==> config.mk <==
export PLATFORM = sky130hd
export DESIGN_NAME = axi4s_bypass_top
export DESIGN_NICKNAME = d
export VERILOG_FILES = /design/src/hw/axi4s_pkg.sv /design/src/hw/axi4s_adv_tlast.sv /design/src/hw/axi4s_bypass_mux.sv /design/src/hw/axi4s_bypass_pipe.sv /design/src/hw/axi4s_bypass_top.sv /design/src/hw/axi4s_reg_slice.sv
export SDC_FILE = /design/constraint.sdc
export NUM_CORES = 1
export LEC_CHECK = 0
export BUFFER_PORTS_ARGS = -buffer_cell sky130_fd_sc_hd__buf_2
export CAP_MARGIN = 0
export CORE_UTILIZATION = 51
export CTS_CLUSTER_SIZE = 30
export DETAILED_ROUTE_END_ITERATION = 8
export PLACE_DENSITY = 0.78
export SLEW_MARGIN = 20
export SYNTH_ARGS = -nofsm -noshare
export SYNTH_HDL_FRONTEND = slang
export SYNTH_SLANG_ARGS = --single-unit
==> constraint.sdc <==
create_clock -name axi4s_if_from_tx -period 5.9 [get_ports axi4s_if_from_tx]
set_input_delay 0.885 -clock axi4s_if_from_tx [delete_from_list [all_inputs] [get_ports axi4s_if_from_tx]]
set_output_delay 0.885 -clock axi4s_if_from_tx [all_outputs]
set_load 0.05 [all_outputs]
==> src/hw/axi4s_pkg.sv <==
`default_nettype none

package axi4s_pkg;

    // Beat geometry
    localparam int DATA_BYTE_WID = 8;

    // Sideband widths
    localparam int TID_WID   = 2;
    localparam int TDEST_WID = 2;
    localparam int TUSER_WID = 4;

    // One stream transfer, data and sideband together
    typedef struct packed {
        logic [DATA_BYTE_WID-1:0][7:0] tdata;
        logic [DATA_BYTE_WID-1:0]      tkeep;
        logic                          tlast;
        logic [TID_WID-1:0]            tid;
        logic [TDEST_WID-1:0]          tdest;
        logic [TUSER_WID-1:0]          tuser;
    } axi4s_beat_t;

    // True for a closing beat that carries no bytes
    function automatic logic is_empty_last(input axi4s_beat_t beat);
        return beat.tlast && (beat.tkeep == '0);
    endfunction

endpackage : axi4s_pkg

`default_nettype wire

==> src/hw/axi4s_adv_tlast.sv <==
`timescale 1ns/1ps
`default_nettype none

module axi4s_adv_tlast
    import axi4s_pkg::*;
(
    input  logic        axi4s_if_from_tx,
    input  logic        aresetn,

    input  logic        in_valid,
    input  axi4s_beat_t in_beat,
    input  logic        out_ready,
    output logic        in_ready,

    output logic        out_valid,
    output axi4s_beat_t out_beat
);

    // Pending beat (p) is the output register; n holds the beat behind it
    logic        p_valid;
    logic        n_valid;
    axi4s_beat_t p_beat;
    axi4s_beat_t n_beat;

    logic        p_valid_nxt;
    logic        n_valid_nxt;
    axi4s_beat_t p_beat_nxt;
    axi4s_beat_t n_beat_nxt;

    logic        in_fire;
    logic        out_fire;

    // Pending beat may leave once it closes a packet or its successor is in
    assign out_valid = p_valid && (p_beat.tlast || n_valid);
    assign out_beat  = p_beat;
    assign out_fire  = out_valid && out_ready;

    // Room for one more beat unless both entries stay occupied
    assign in_ready = !n_valid || out_fire;
    assign in_fire  = in_valid && in_ready;

    always_comb begin
        p_valid_nxt = p_valid;
        n_valid_nxt = n_valid;
        p_beat_nxt  = p_beat;
        n_beat_nxt  = n_beat;

        // Shift forward when the pending beat goes out
        if (out_fire) begin
            p_valid_nxt = n_valid;
            p_beat_nxt  = n_beat;
            n_valid_nxt = 1'b0;
        end

        // n is always free here, so p is the only merge target
        if (in_fire) begin
            if (is_empty_last(in_beat) && p_valid_nxt && !p_beat_nxt.tlast) begin
                // Fold the empty closing beat into the one before it
                p_beat_nxt.tlast = 1'b1;
            end else if (!p_valid_nxt) begin
                p_valid_nxt = 1'b1;
                p_beat_nxt  = in_beat;
            end else begin
                n_valid_nxt = 1'b1;
                n_beat_nxt  = in_beat;
            end
        end
    end

    always_ff @(posedge axi4s_if_from_tx) begin
        if (!aresetn) begin
            p_valid <= 1'b0;
            n_valid <= 1'b0;
        end else begin
            p_valid <= p_valid_nxt;
            n_valid <= n_valid_nxt;
        end
    end

    always_ff @(posedge axi4s_if_from_tx) begin
        p_beat <= p_beat_nxt;
        n_beat <= n_beat_nxt;
    end

endmodule : axi4s_adv_tlast

`default_nettype wire

==> src/hw/axi4s_bypass_mux.sv <==
`timescale 1ns/1ps
`default_nettype none

module axi4s_bypass_mux
    import axi4s_pkg::*;
(
    input  logic        axi4s_if_from_tx,
    input  logic        aresetn,
    input  logic        bypass,

    // Stream input
    input  logic        in_valid,
    input  axi4s_beat_t in_beat,
    output logic        in_ready,

    // Towards the processing path
    output logic        blk_valid,
    output axi4s_beat_t blk_beat,
    input  logic        blk_ready,

    // Back from the processing path
    input  logic        blk_out_valid,
    input  axi4s_beat_t blk_out_beat,
    output logic        blk_out_ready,

    // Towards the bypass path
    output logic        byp_valid,
    output axi4s_beat_t byp_beat,
    input  logic        byp_ready,

    // Back from the bypass path
    input  logic        byp_out_valid,
    input  axi4s_beat_t byp_out_beat,
    output logic        byp_out_ready,

    // Stream output
    output logic        out_valid,
    output axi4s_beat_t out_beat,
    input  logic        out_ready
);

    logic sop;
    logic mode_q;
    logic in_mode;
    logic in_fire;

    // Fresh bypass value only applies to the first beat of a packet
    assign in_mode = sop ? bypass : mode_q;
    assign in_fire = in_valid && in_ready;

    // Start-of-packet tracking on input transfers
    always_ff @(posedge axi4s_if_from_tx) begin
        if (!aresetn) begin
            sop <= 1'b1;
        end else if (in_fire) begin
            sop <= in_beat.tlast;
        end
    end

    // Mode latched with the first beat, 0 selects the processing path
    always_ff @(posedge axi4s_if_from_tx) begin
        if (!aresetn) begin
            mode_q <= 1'b0;
        end else if (in_fire && sop) begin
            mode_q <= bypass;
        end
    end

    // Input steering
    assign blk_valid = in_valid && !in_mode;
    assign byp_valid = in_valid && in_mode;
    assign blk_beat  = in_beat;
    assign byp_beat  = in_beat;
    assign in_ready  = in_mode ? byp_ready : blk_ready;

    // Output merge follows the latched mode
    assign out_valid     = mode_q ? byp_out_valid : blk_out_valid;
    assign out_beat      = mode_q ? byp_out_beat : blk_out_beat;
    assign blk_out_ready = out_ready && !mode_q;
    assign byp_out_ready = out_ready && mode_q;

endmodule : axi4s_bypass_mux

`default_nettype wire

==> src/hw/axi4s_bypass_pipe.sv <==
`timescale 1ns/1ps
`default_nettype none

module axi4s_bypass_pipe
    import axi4s_pkg::*;
#(
    parameter int PIPE_STAGES = 2
) (
    input  logic        axi4s_if_from_tx,
    input  logic        aresetn,

    input  logic        in_valid,
    input  axi4s_beat_t in_beat,
    output logic        in_ready,

    output logic        out_valid,
    output axi4s_beat_t out_beat,
    input  logic        out_ready
);

    // Link k feeds slice k; link PIPE_STAGES is the pipe output
    logic [PIPE_STAGES:0] link_valid;
    logic [PIPE_STAGES:0] link_ready;
    axi4s_beat_t          link_beat [0:PIPE_STAGES];

    assign link_valid[0] = in_valid;
    assign link_beat[0]  = in_beat;
    assign in_ready      = link_ready[0];

    generate
        for (genvar g_stage = 0; g_stage < PIPE_STAGES; g_stage++) begin : g_stage_chain
            axi4s_reg_slice u_reg_slice (
                .axi4s_if_from_tx (axi4s_if_from_tx),
                .aresetn          (aresetn),
                .in_valid         (link_valid[g_stage]),
                .in_beat          (link_beat[g_stage]),
                .in_ready         (link_ready[g_stage]),
                .out_valid        (link_valid[g_stage+1]),
                .out_beat         (link_beat[g_stage+1]),
                .out_ready        (link_ready[g_stage+1])
            );
        end
    endgenerate

    assign out_valid               = link_valid[PIPE_STAGES];
    assign out_beat                = link_beat[PIPE_STAGES];
    assign link_ready[PIPE_STAGES] = out_ready;

endmodule : axi4s_bypass_pipe

`default_nettype wire

==> src/hw/axi4s_bypass_top.sv <==
`timescale 1ns/1ps
`default_nettype none

module axi4s_bypass_top
    import axi4s_pkg::*;
#(
    parameter int PIPE_STAGES = 2
) (
    input  logic        axi4s_if_from_tx,
    input  logic        aresetn,
    input  logic        bypass,

    input  logic        in_valid,
    input  axi4s_beat_t in_beat,
    output logic        in_ready,

    output logic        out_valid,
    output axi4s_beat_t out_beat,
    input  logic        out_ready
);

    // Processing path links
    logic        blk_valid;
    axi4s_beat_t blk_beat;
    logic        blk_ready;
    logic        blk_out_valid;
    axi4s_beat_t blk_out_beat;
    logic        blk_out_ready;

    // Bypass path links
    logic        byp_valid;
    axi4s_beat_t byp_beat;
    logic        byp_ready;
    logic        byp_out_valid;
    axi4s_beat_t byp_out_beat;
    logic        byp_out_ready;

    axi4s_adv_tlast u_adv_tlast (
        .axi4s_if_from_tx (axi4s_if_from_tx),
        .aresetn          (aresetn),
        .in_valid         (blk_valid),
        .in_beat          (blk_beat),
        .in_ready         (blk_ready),
        .out_valid        (blk_out_valid),
        .out_beat         (blk_out_beat),
        .out_ready        (blk_out_ready)
    );

    axi4s_bypass_pipe #(
        .PIPE_STAGES (PIPE_STAGES)
    ) u_bypass_pipe (
        .axi4s_if_from_tx (axi4s_if_from_tx),
        .aresetn          (aresetn),
        .in_valid         (byp_valid),
        .in_beat          (byp_beat),
        .in_ready         (byp_ready),
        .out_valid        (byp_out_valid),
        .out_beat         (byp_out_beat),
        .out_ready        (byp_out_ready)
    );

    axi4s_bypass_mux u_bypass_mux (
        .axi4s_if_from_tx (axi4s_if_from_tx),
        .aresetn          (aresetn),
        .bypass           (bypass),
        .in_valid         (in_valid),
        .in_beat          (in_beat),
        .in_ready         (in_ready),
        .blk_valid        (blk_valid),
        .blk_beat         (blk_beat),
        .blk_ready        (blk_ready),
        .blk_out_valid    (blk_out_valid),
        .blk_out_beat     (blk_out_beat),
        .blk_out_ready    (blk_out_ready),
        .byp_valid        (byp_valid),
        .byp_beat         (byp_beat),
        .byp_ready        (byp_ready),
        .byp_out_valid    (byp_out_valid),
        .byp_out_beat     (byp_out_beat),
        .byp_out_ready    (byp_out_ready),
        .out_valid        (out_valid),
        .out_beat         (out_beat),
        .out_ready        (out_ready)
    );

endmodule : axi4s_bypass_top

`default_nettype wire

==> src/hw/axi4s_reg_slice.sv <==
`timescale 1ns/1ps
`default_nettype none

module axi4s_reg_slice
    import axi4s_pkg::*;
(
    input  logic        axi4s_if_from_tx,
    input  logic        aresetn,

    // Upstream side
    input  logic        in_valid,
    input  axi4s_beat_t in_beat,
    output logic        in_ready,

    // Downstream side
    output logic        out_valid,
    output axi4s_beat_t out_beat,
    input  logic        out_ready
);

    logic        full;
    axi4s_beat_t beat_q;
    logic        load;

    // Accept when empty, or when the held beat leaves this cycle
    assign in_ready = !full || out_ready;
    assign load     = in_valid && in_ready;

    always_ff @(posedge axi4s_if_from_tx) begin
        if (!aresetn) begin
            full <= 1'b0;
        end else if (load) begin
            full <= 1'b1;
        end else if (out_ready) begin
            full <= 1'b0;
        end
    end

    // Payload only moves on a load
    always_ff @(posedge axi4s_if_from_tx) begin
        if (load) begin
            beat_q <= in_beat;
        end
    end

    assign out_valid = full;
    assign out_beat  = beat_q;

endmodule : axi4s_reg_slice

`default_nettype wire

==> run metrics, run 1 <==
Final ANT Viol Nets 0; synth cell count leaders edfxtp_1 (243), dfxtp_1 (87), nand2_1 (87); adder-cell area share of the yosys netlist 0%; Seq/Total Area, Yosys between 70% and 80%; xor/xnor share of the synthesized area 0%; synth unique cells 32; Sink Count 330; post-cts sizing count 0; Worst setup EP type output pin; Die H between 150 and 200 um; Yosys top cell by area edfxtp_1; H-tree Lvls 2; Compound-Gate Fraction of Synth Area 4.31%; max_slew headroom 27.6%; post-route insts no fill between 1k and 1.5k; Tcrit/Tclk final 64.2%; R2R depth 6; # port buffers 168; first-pass GRT wire length about 35,000 um; Ports around 170; CTS tree built; setup tns final 0 ns; fmax 264 MHz; row cnt 55; P per Cell Area about 420 nW/um^2; endpoints failing setup 0; syn_area_per_cell 16.3 sq um; NumNets Final roughly 1,000; Worst Skew 0.0142 ns; CP Data Arrival Time around 2.9 ns; number of failing hold endpoints at the final stage 0; Post-Syn Instances around 730; DIE AREA 24,100 sq um; RSZ-0062 raised after global routing false; Post-Place Cells ~1.2k; Initial Util between 50 and 60%; Max clock buf depth 3; WL final 22,500 um; number of max-cap violations 0; placed cell areas 13,100 sq um; Area Growth Syn to Fin 18.7%; hpwl dp between 10,000 and 15,000 um; vias per cell between 5 and 6; critical path type flip-flop to output pin; status finished clean; top post-synthesis cells by area edfxtp_1 (61%), dfxtp_1 (15%), mux2_2 (7.7%); Final Wtd Congestion 0.727; initial antenna violation count 3; core footprint between 20,000 and 25,000 sq um; FF+latch count, synth 330; largest family of logic cells by synthesized area multiplexers; Root Buffer clkbuf_16; Yosys top cell area share 61.0%; Period minus WS final 3.79 ns; Post-Layout Inst Area between 10,000 and 15,000 sq um; Starting DRT DRC Count between 400 and 500; Post-synth EDFFs ~240; syn_nets ~800; post-synthesis mux area share between 10% and 20%; worst skew pair latency roughly 0.50 ns; CP Launch Type flip-flop; # hold bufs at CTS 0; Peak VDD IR about 330 uV; ys flop type edfxtp_1; grt total ovfl 0; worst hold path type flip-flop to flip-flop; final-layout fill cell count between 1.5k and 2k; via count about 6.4k; number of global-route vias before repair between 6k and 7k; Worst-path clk slew ~0.060 ns; fraction of layout cells with a size suffix above 1 around 33%; Num CTS Buffers 34; TritonRoute pass-1 iters 4; critical path required time ~5 ns; Post-CTS Setup Bufs 0; Static Leak between 0.005 and 0.006 uW; WHS Path Cells 0; residual DRC count 0; Die Wd between 150 and 200 um; Synth async-reset ratio 0%; largest net degree at the start of global routing a little under 100; most frequent cell after synthesis edfxtp_1; Max Slew Vio Count 0; total track usage 19.1%; post-DR wirelength/cell approximately 18 um; Worst-Margin Slew about 1.1 ns; Simple-Gate Fraction of Synth Area 3.84%; Synth Warn # 0; crit-path max FO 48; Synth Cell Area ~12,000 sq um
-- layout by cell type (no fill, tap or decap), types with 2 or more instances in the layout --
master / Yosys / final
buf_12: 0 / 2
nor3_1: 2 / 2
buf_4: 8 / 7
edfxtp_1: 243 / 243
and2_1: 2 / 2
clkinv_2: 0 / 5
diode_2: 0 / 3
buf_2: 9 / 168
clkbuf_1: 18 / 11
dfxtp_1: 87 / 86
inv_1: 3 / 3
o22ai_1: 2 / 2
nand3_1: 2 / 2
clkinv_1: 0 / 4
o21ai_0: 83 / 83
mux2_2: 82 / 82
clkbuf_8: 0 / 2
nor2b_4: 0 / 2
clkbuf_16: 0 / 37
nor2_1: 4 / 4
nand2_1: 87 / 87
a21oi_1: 3 / 2
mux2i_1: 82 / 82
-- power by group --
group	switching, uW	total (uW)	internal, uW
sequential	104	2830	2720
combinational	856	1210	349
clock	824	1990	1170
total	1780	6030	4240
-- through the flow --
step	setup slack (ns)	hold WS [ns]	power, uW	util [%]
after global placement	2.57	0.400	4060	57.6
after floorplan	0.270	0.400	3790	-
after CTS	2.10	0.417	6080	62.3
after detailed placement	2.50	0.405	4090	57.6
final	2.11	0.416	6030	62.3
after global routing	1.97	0.420	6260	62.3
-- layout make-up --
type,instances,area [sq um],share of cell area [%]
timing repair buffer,177,933,6.58
sequential,330,9040,63.7
clock inverter,11,56.3,0.397
tap,313,392,2.76
inverter,3,11.3,0.0794
multi-input combinational,365,2750,19.4
clock buffer,50,995,7.01
antenna,3,7.51,0.0529
-- logic make-up (layout without fill, tap and decap cells) --
logic type	count (synthesis)	after routing
flip-flops	330	330
AO/OA/AOI/OAI	94	94
AND/OR/NAND/NOR	107	107
other	0	3
multiplexers	164	164
buffers and inverters	39	241
-- critical path, cell delays in order, from the launching register on --
cell      delay, ns
dfxtp_4        0.76
buf_4          0.69
nand3b_1       0.32
nand3_1        0.16
and2_1         0.22
buf_2          0.22
-- layer usage --
layer,routed length [um],up-vias,global-route usage (%)
li1,-,3107,-
met1,9840,3068,25.4
met2,11000,198,32.0
met3,1380,29,4.01
met4,340,2,5.37
met5,16,-,0
-- final timing paths --
kind / startpoint / to / slack [ns]
worst max-delay path: u_bypass_mux.mode_q / in_ready / 2.11
worst min-delay path: flip-flop / flip-flop / 0.42
worst max register to register: u_bypass_mux.mode_q / u_adv_tlast.out_beat[66] / 2.64
worst min register to register: flip-flop / flip-flop / 0.42
-- state kept, by name, summed over array words and instances (netlist names) --
name,count
u_bypass_pipe.g_stage_chain.u_reg_slice.out_beat,162
u_adv_tlast.n_beat,81
u_adv_tlast.out_beat,81
u_bypass_pipe.g_stage_chain.u_reg_slice.out_valid,2
u_adv_tlast.n_valid,1
u_adv_tlast.p_valid,1
u_bypass_mux.mode_q,1
u_bypass_mux.sop,1
No activity file was read; power rests on OpenSTA's default activity.
==> run 2, diff against run 1 <==
Settings changed: CORE_UTILIZATION 51 to 55, PLACE_DENSITY 0.78 to 0.8.
Clock period 5.9 ns to 3.9 ns, I/O delays scaled along.
==> run metrics, run 2 (synthesized netlist as in run 1, its figures left out) <==
status finished clean; crit path cell chain a21boi_0, nand3_1, and2_1, buf_2; Ports 169 (unchanged); critical path type flip-flop to output pin; Tot Pwr 9350 uW (+55%); Worst-Margin Slew 0.975 ns (-0.109 ns); Final ANT Viol Nets 0 (unchanged); Root Buffer clkbuf_16; max_slew headroom 34.4% (+6.8 points); setup tns final 0 ns (unchanged); Post-Layout Inst Area 14,200 sq um (+0.41%); crit-path max FO 40 (-17%); Worst path depth 4 (-1); endpoints failing setup 0 (unchanged); P per Cell Area 657 nW/um^2 (+55%); number of global-route vias before repair 6,660 (+2.3%); residual DRC count 0 (unchanged); CP Launch Type flip-flop; vias per cell 5.38 (+5.2%); Max Slew Vio Count 0 (unchanged); CP max-delay cell a21boi_0; Max clock buf depth 3 (unchanged); worst skew pair latency 0.56 ns (+0.06 ns); Buf+Inv Stages, Crit Path 1 (-1); Starting DRT DRC Count 360 (-17%); H-tree Lvls 1 (-1); Storage cell area 9040 sq um (unchanged); Die H 149 um (-3.7%); TritonRoute pass-1 iters 4 (unchanged); via count 6,520 (+1.8%); RSZ-0062 raised after global routing false; core footprint 21,200 sq um (-7.1%); Initial Util 56.5% (+4.0 points); initial antenna violation count 2 (-1); area occupied by multi-input gates 2750 sq um (unchanged); CP Data Arrival Time 2.59 ns (-0.31 ns); hold_ws 0.224 ns (-0.192 ns); R2R depth 3 (-3); Worst setup EP type output pin; Static Leak 0.00509 uW (+1.3%); first-pass GRT wire length 34,800 um (-0.39%); delay-heaviest family, CP compound AO/OA/AOI/OAI gates; # hold bufs at CTS 0 (unchanged); largest net degree at the start of global routing 91 (-8.1%); fraction of layout cells with a size suffix above 1 34.5% (+1.1 points); Area Growth Syn to Fin 19.2%; Worst-path clk slew 0.06 ns (about the same); post-cts sizing count 0 (unchanged); CTS tree built; hpwl dp 13,100 um (-1.2%); most frequent cells in the layout edfxtp_1 (243), buf_2 (168), nand2_1 (87); placed cell areas 13,100 sq um (about the same); # port buffers 168 (unchanged); Die Wd 149 um (-3.7%); fmax 315 MHz; total track usage 20.1% (+1.0 points); final-layout fill cell count 1,483 (-14%); number of max-cap violations 0 (unchanged); WHS Path Cells 1 (+1); Tcrit/Tclk final 81.5%; NumNets Final 997 (unchanged); critical path required time 3.31 ns (-1.71 ns); Final Wtd Congestion 0.804 (+11%); max reg flops 162 (unchanged); Period minus WS final about 3.2 ns; most common cell after layout, fill and taps aside edfxtp_1; grt total ovfl 0 (unchanged); worst hold path type primary input to flip-flop; Sink Count 330 (unchanged); Critical Path Max Stage Delay 0.82 ns (+0.06 ns); Post-CTS Setup Bufs 0 (unchanged); number of failing hold endpoints at the final stage 0 (unchanged); Peak VDD IR 452 uV (+38%); WL final 22,300 um (-0.98%); Core Util, Final 67.3% (+5.1 points); DIE AREA 22,300 sq um (-7.2%); Num CTS Buffers 31 (-8.8%); post-DR wirelength/cell 18.4 um (+2.3%); Worst Skew 0.0192 ns (+0.00505 ns); row cnt 53 (-3.6%)
## run 2: cell count changes in the layout (fill, tap and decap cells not counted), sizes merged
cell,delta
bufinv,+6
diode,-2
buf,+3
clkbuf,-9
inv,+2
clkinv,-2
## run 2: final cells by class
type	count	share of cell area, %
antenna	1	0.0176
timing repair buffer	180	6.80
clock inverter	17	1.70
clock buffer	41	6.20
multi-input combinational	365	19.3
sequential	330	63.5
inverter	3	0.0791
tap	275	2.42
## run 2: worst paths after layout
kind,endpoint,from,slack [ns]
hold reg to reg,flip-flop,flip-flop,0.41
hold / removal,flip-flop,in_beat[67],0.22
setup / recovery,in_ready,u_bypass_mux.mode_q,0.72
setup reg to reg,flip-flop,u_bypass_mux.mode_q,1.47
## run 2: report_power, final
group          leakage [uW]  internal [uW]  switching (uW)
sequential          0.00296           4120             157
combinational       0.00157            532            1300
clock              0.000557           1990            1260
total               0.00509           6640            2720
## run 2: per-layer routing
metal / up-vias / share of wire, % / GRT usage (%) / wire length [um]
li1: 3108 / - / - / -
met1: 3198 / 43 / 26.2 / 9590
met2: 181 / 48 / 34.0 / 10800
met3: 33 / 6.8 / 4.70 / 1510
met4: 0 / 1.9 / 5.00 / 416
met5: - / 0 / 0 / 0
## run 2: stage by stage
stage,setup slack [ns],cells
3_5_place_dp,1.14,1153
2_1_floorplan,0.240,734
3_3_place_gp,1.21,1153
5_1_grt,0.614,1211
6_report,0.720,1212
4_1_cts,0.710,1211
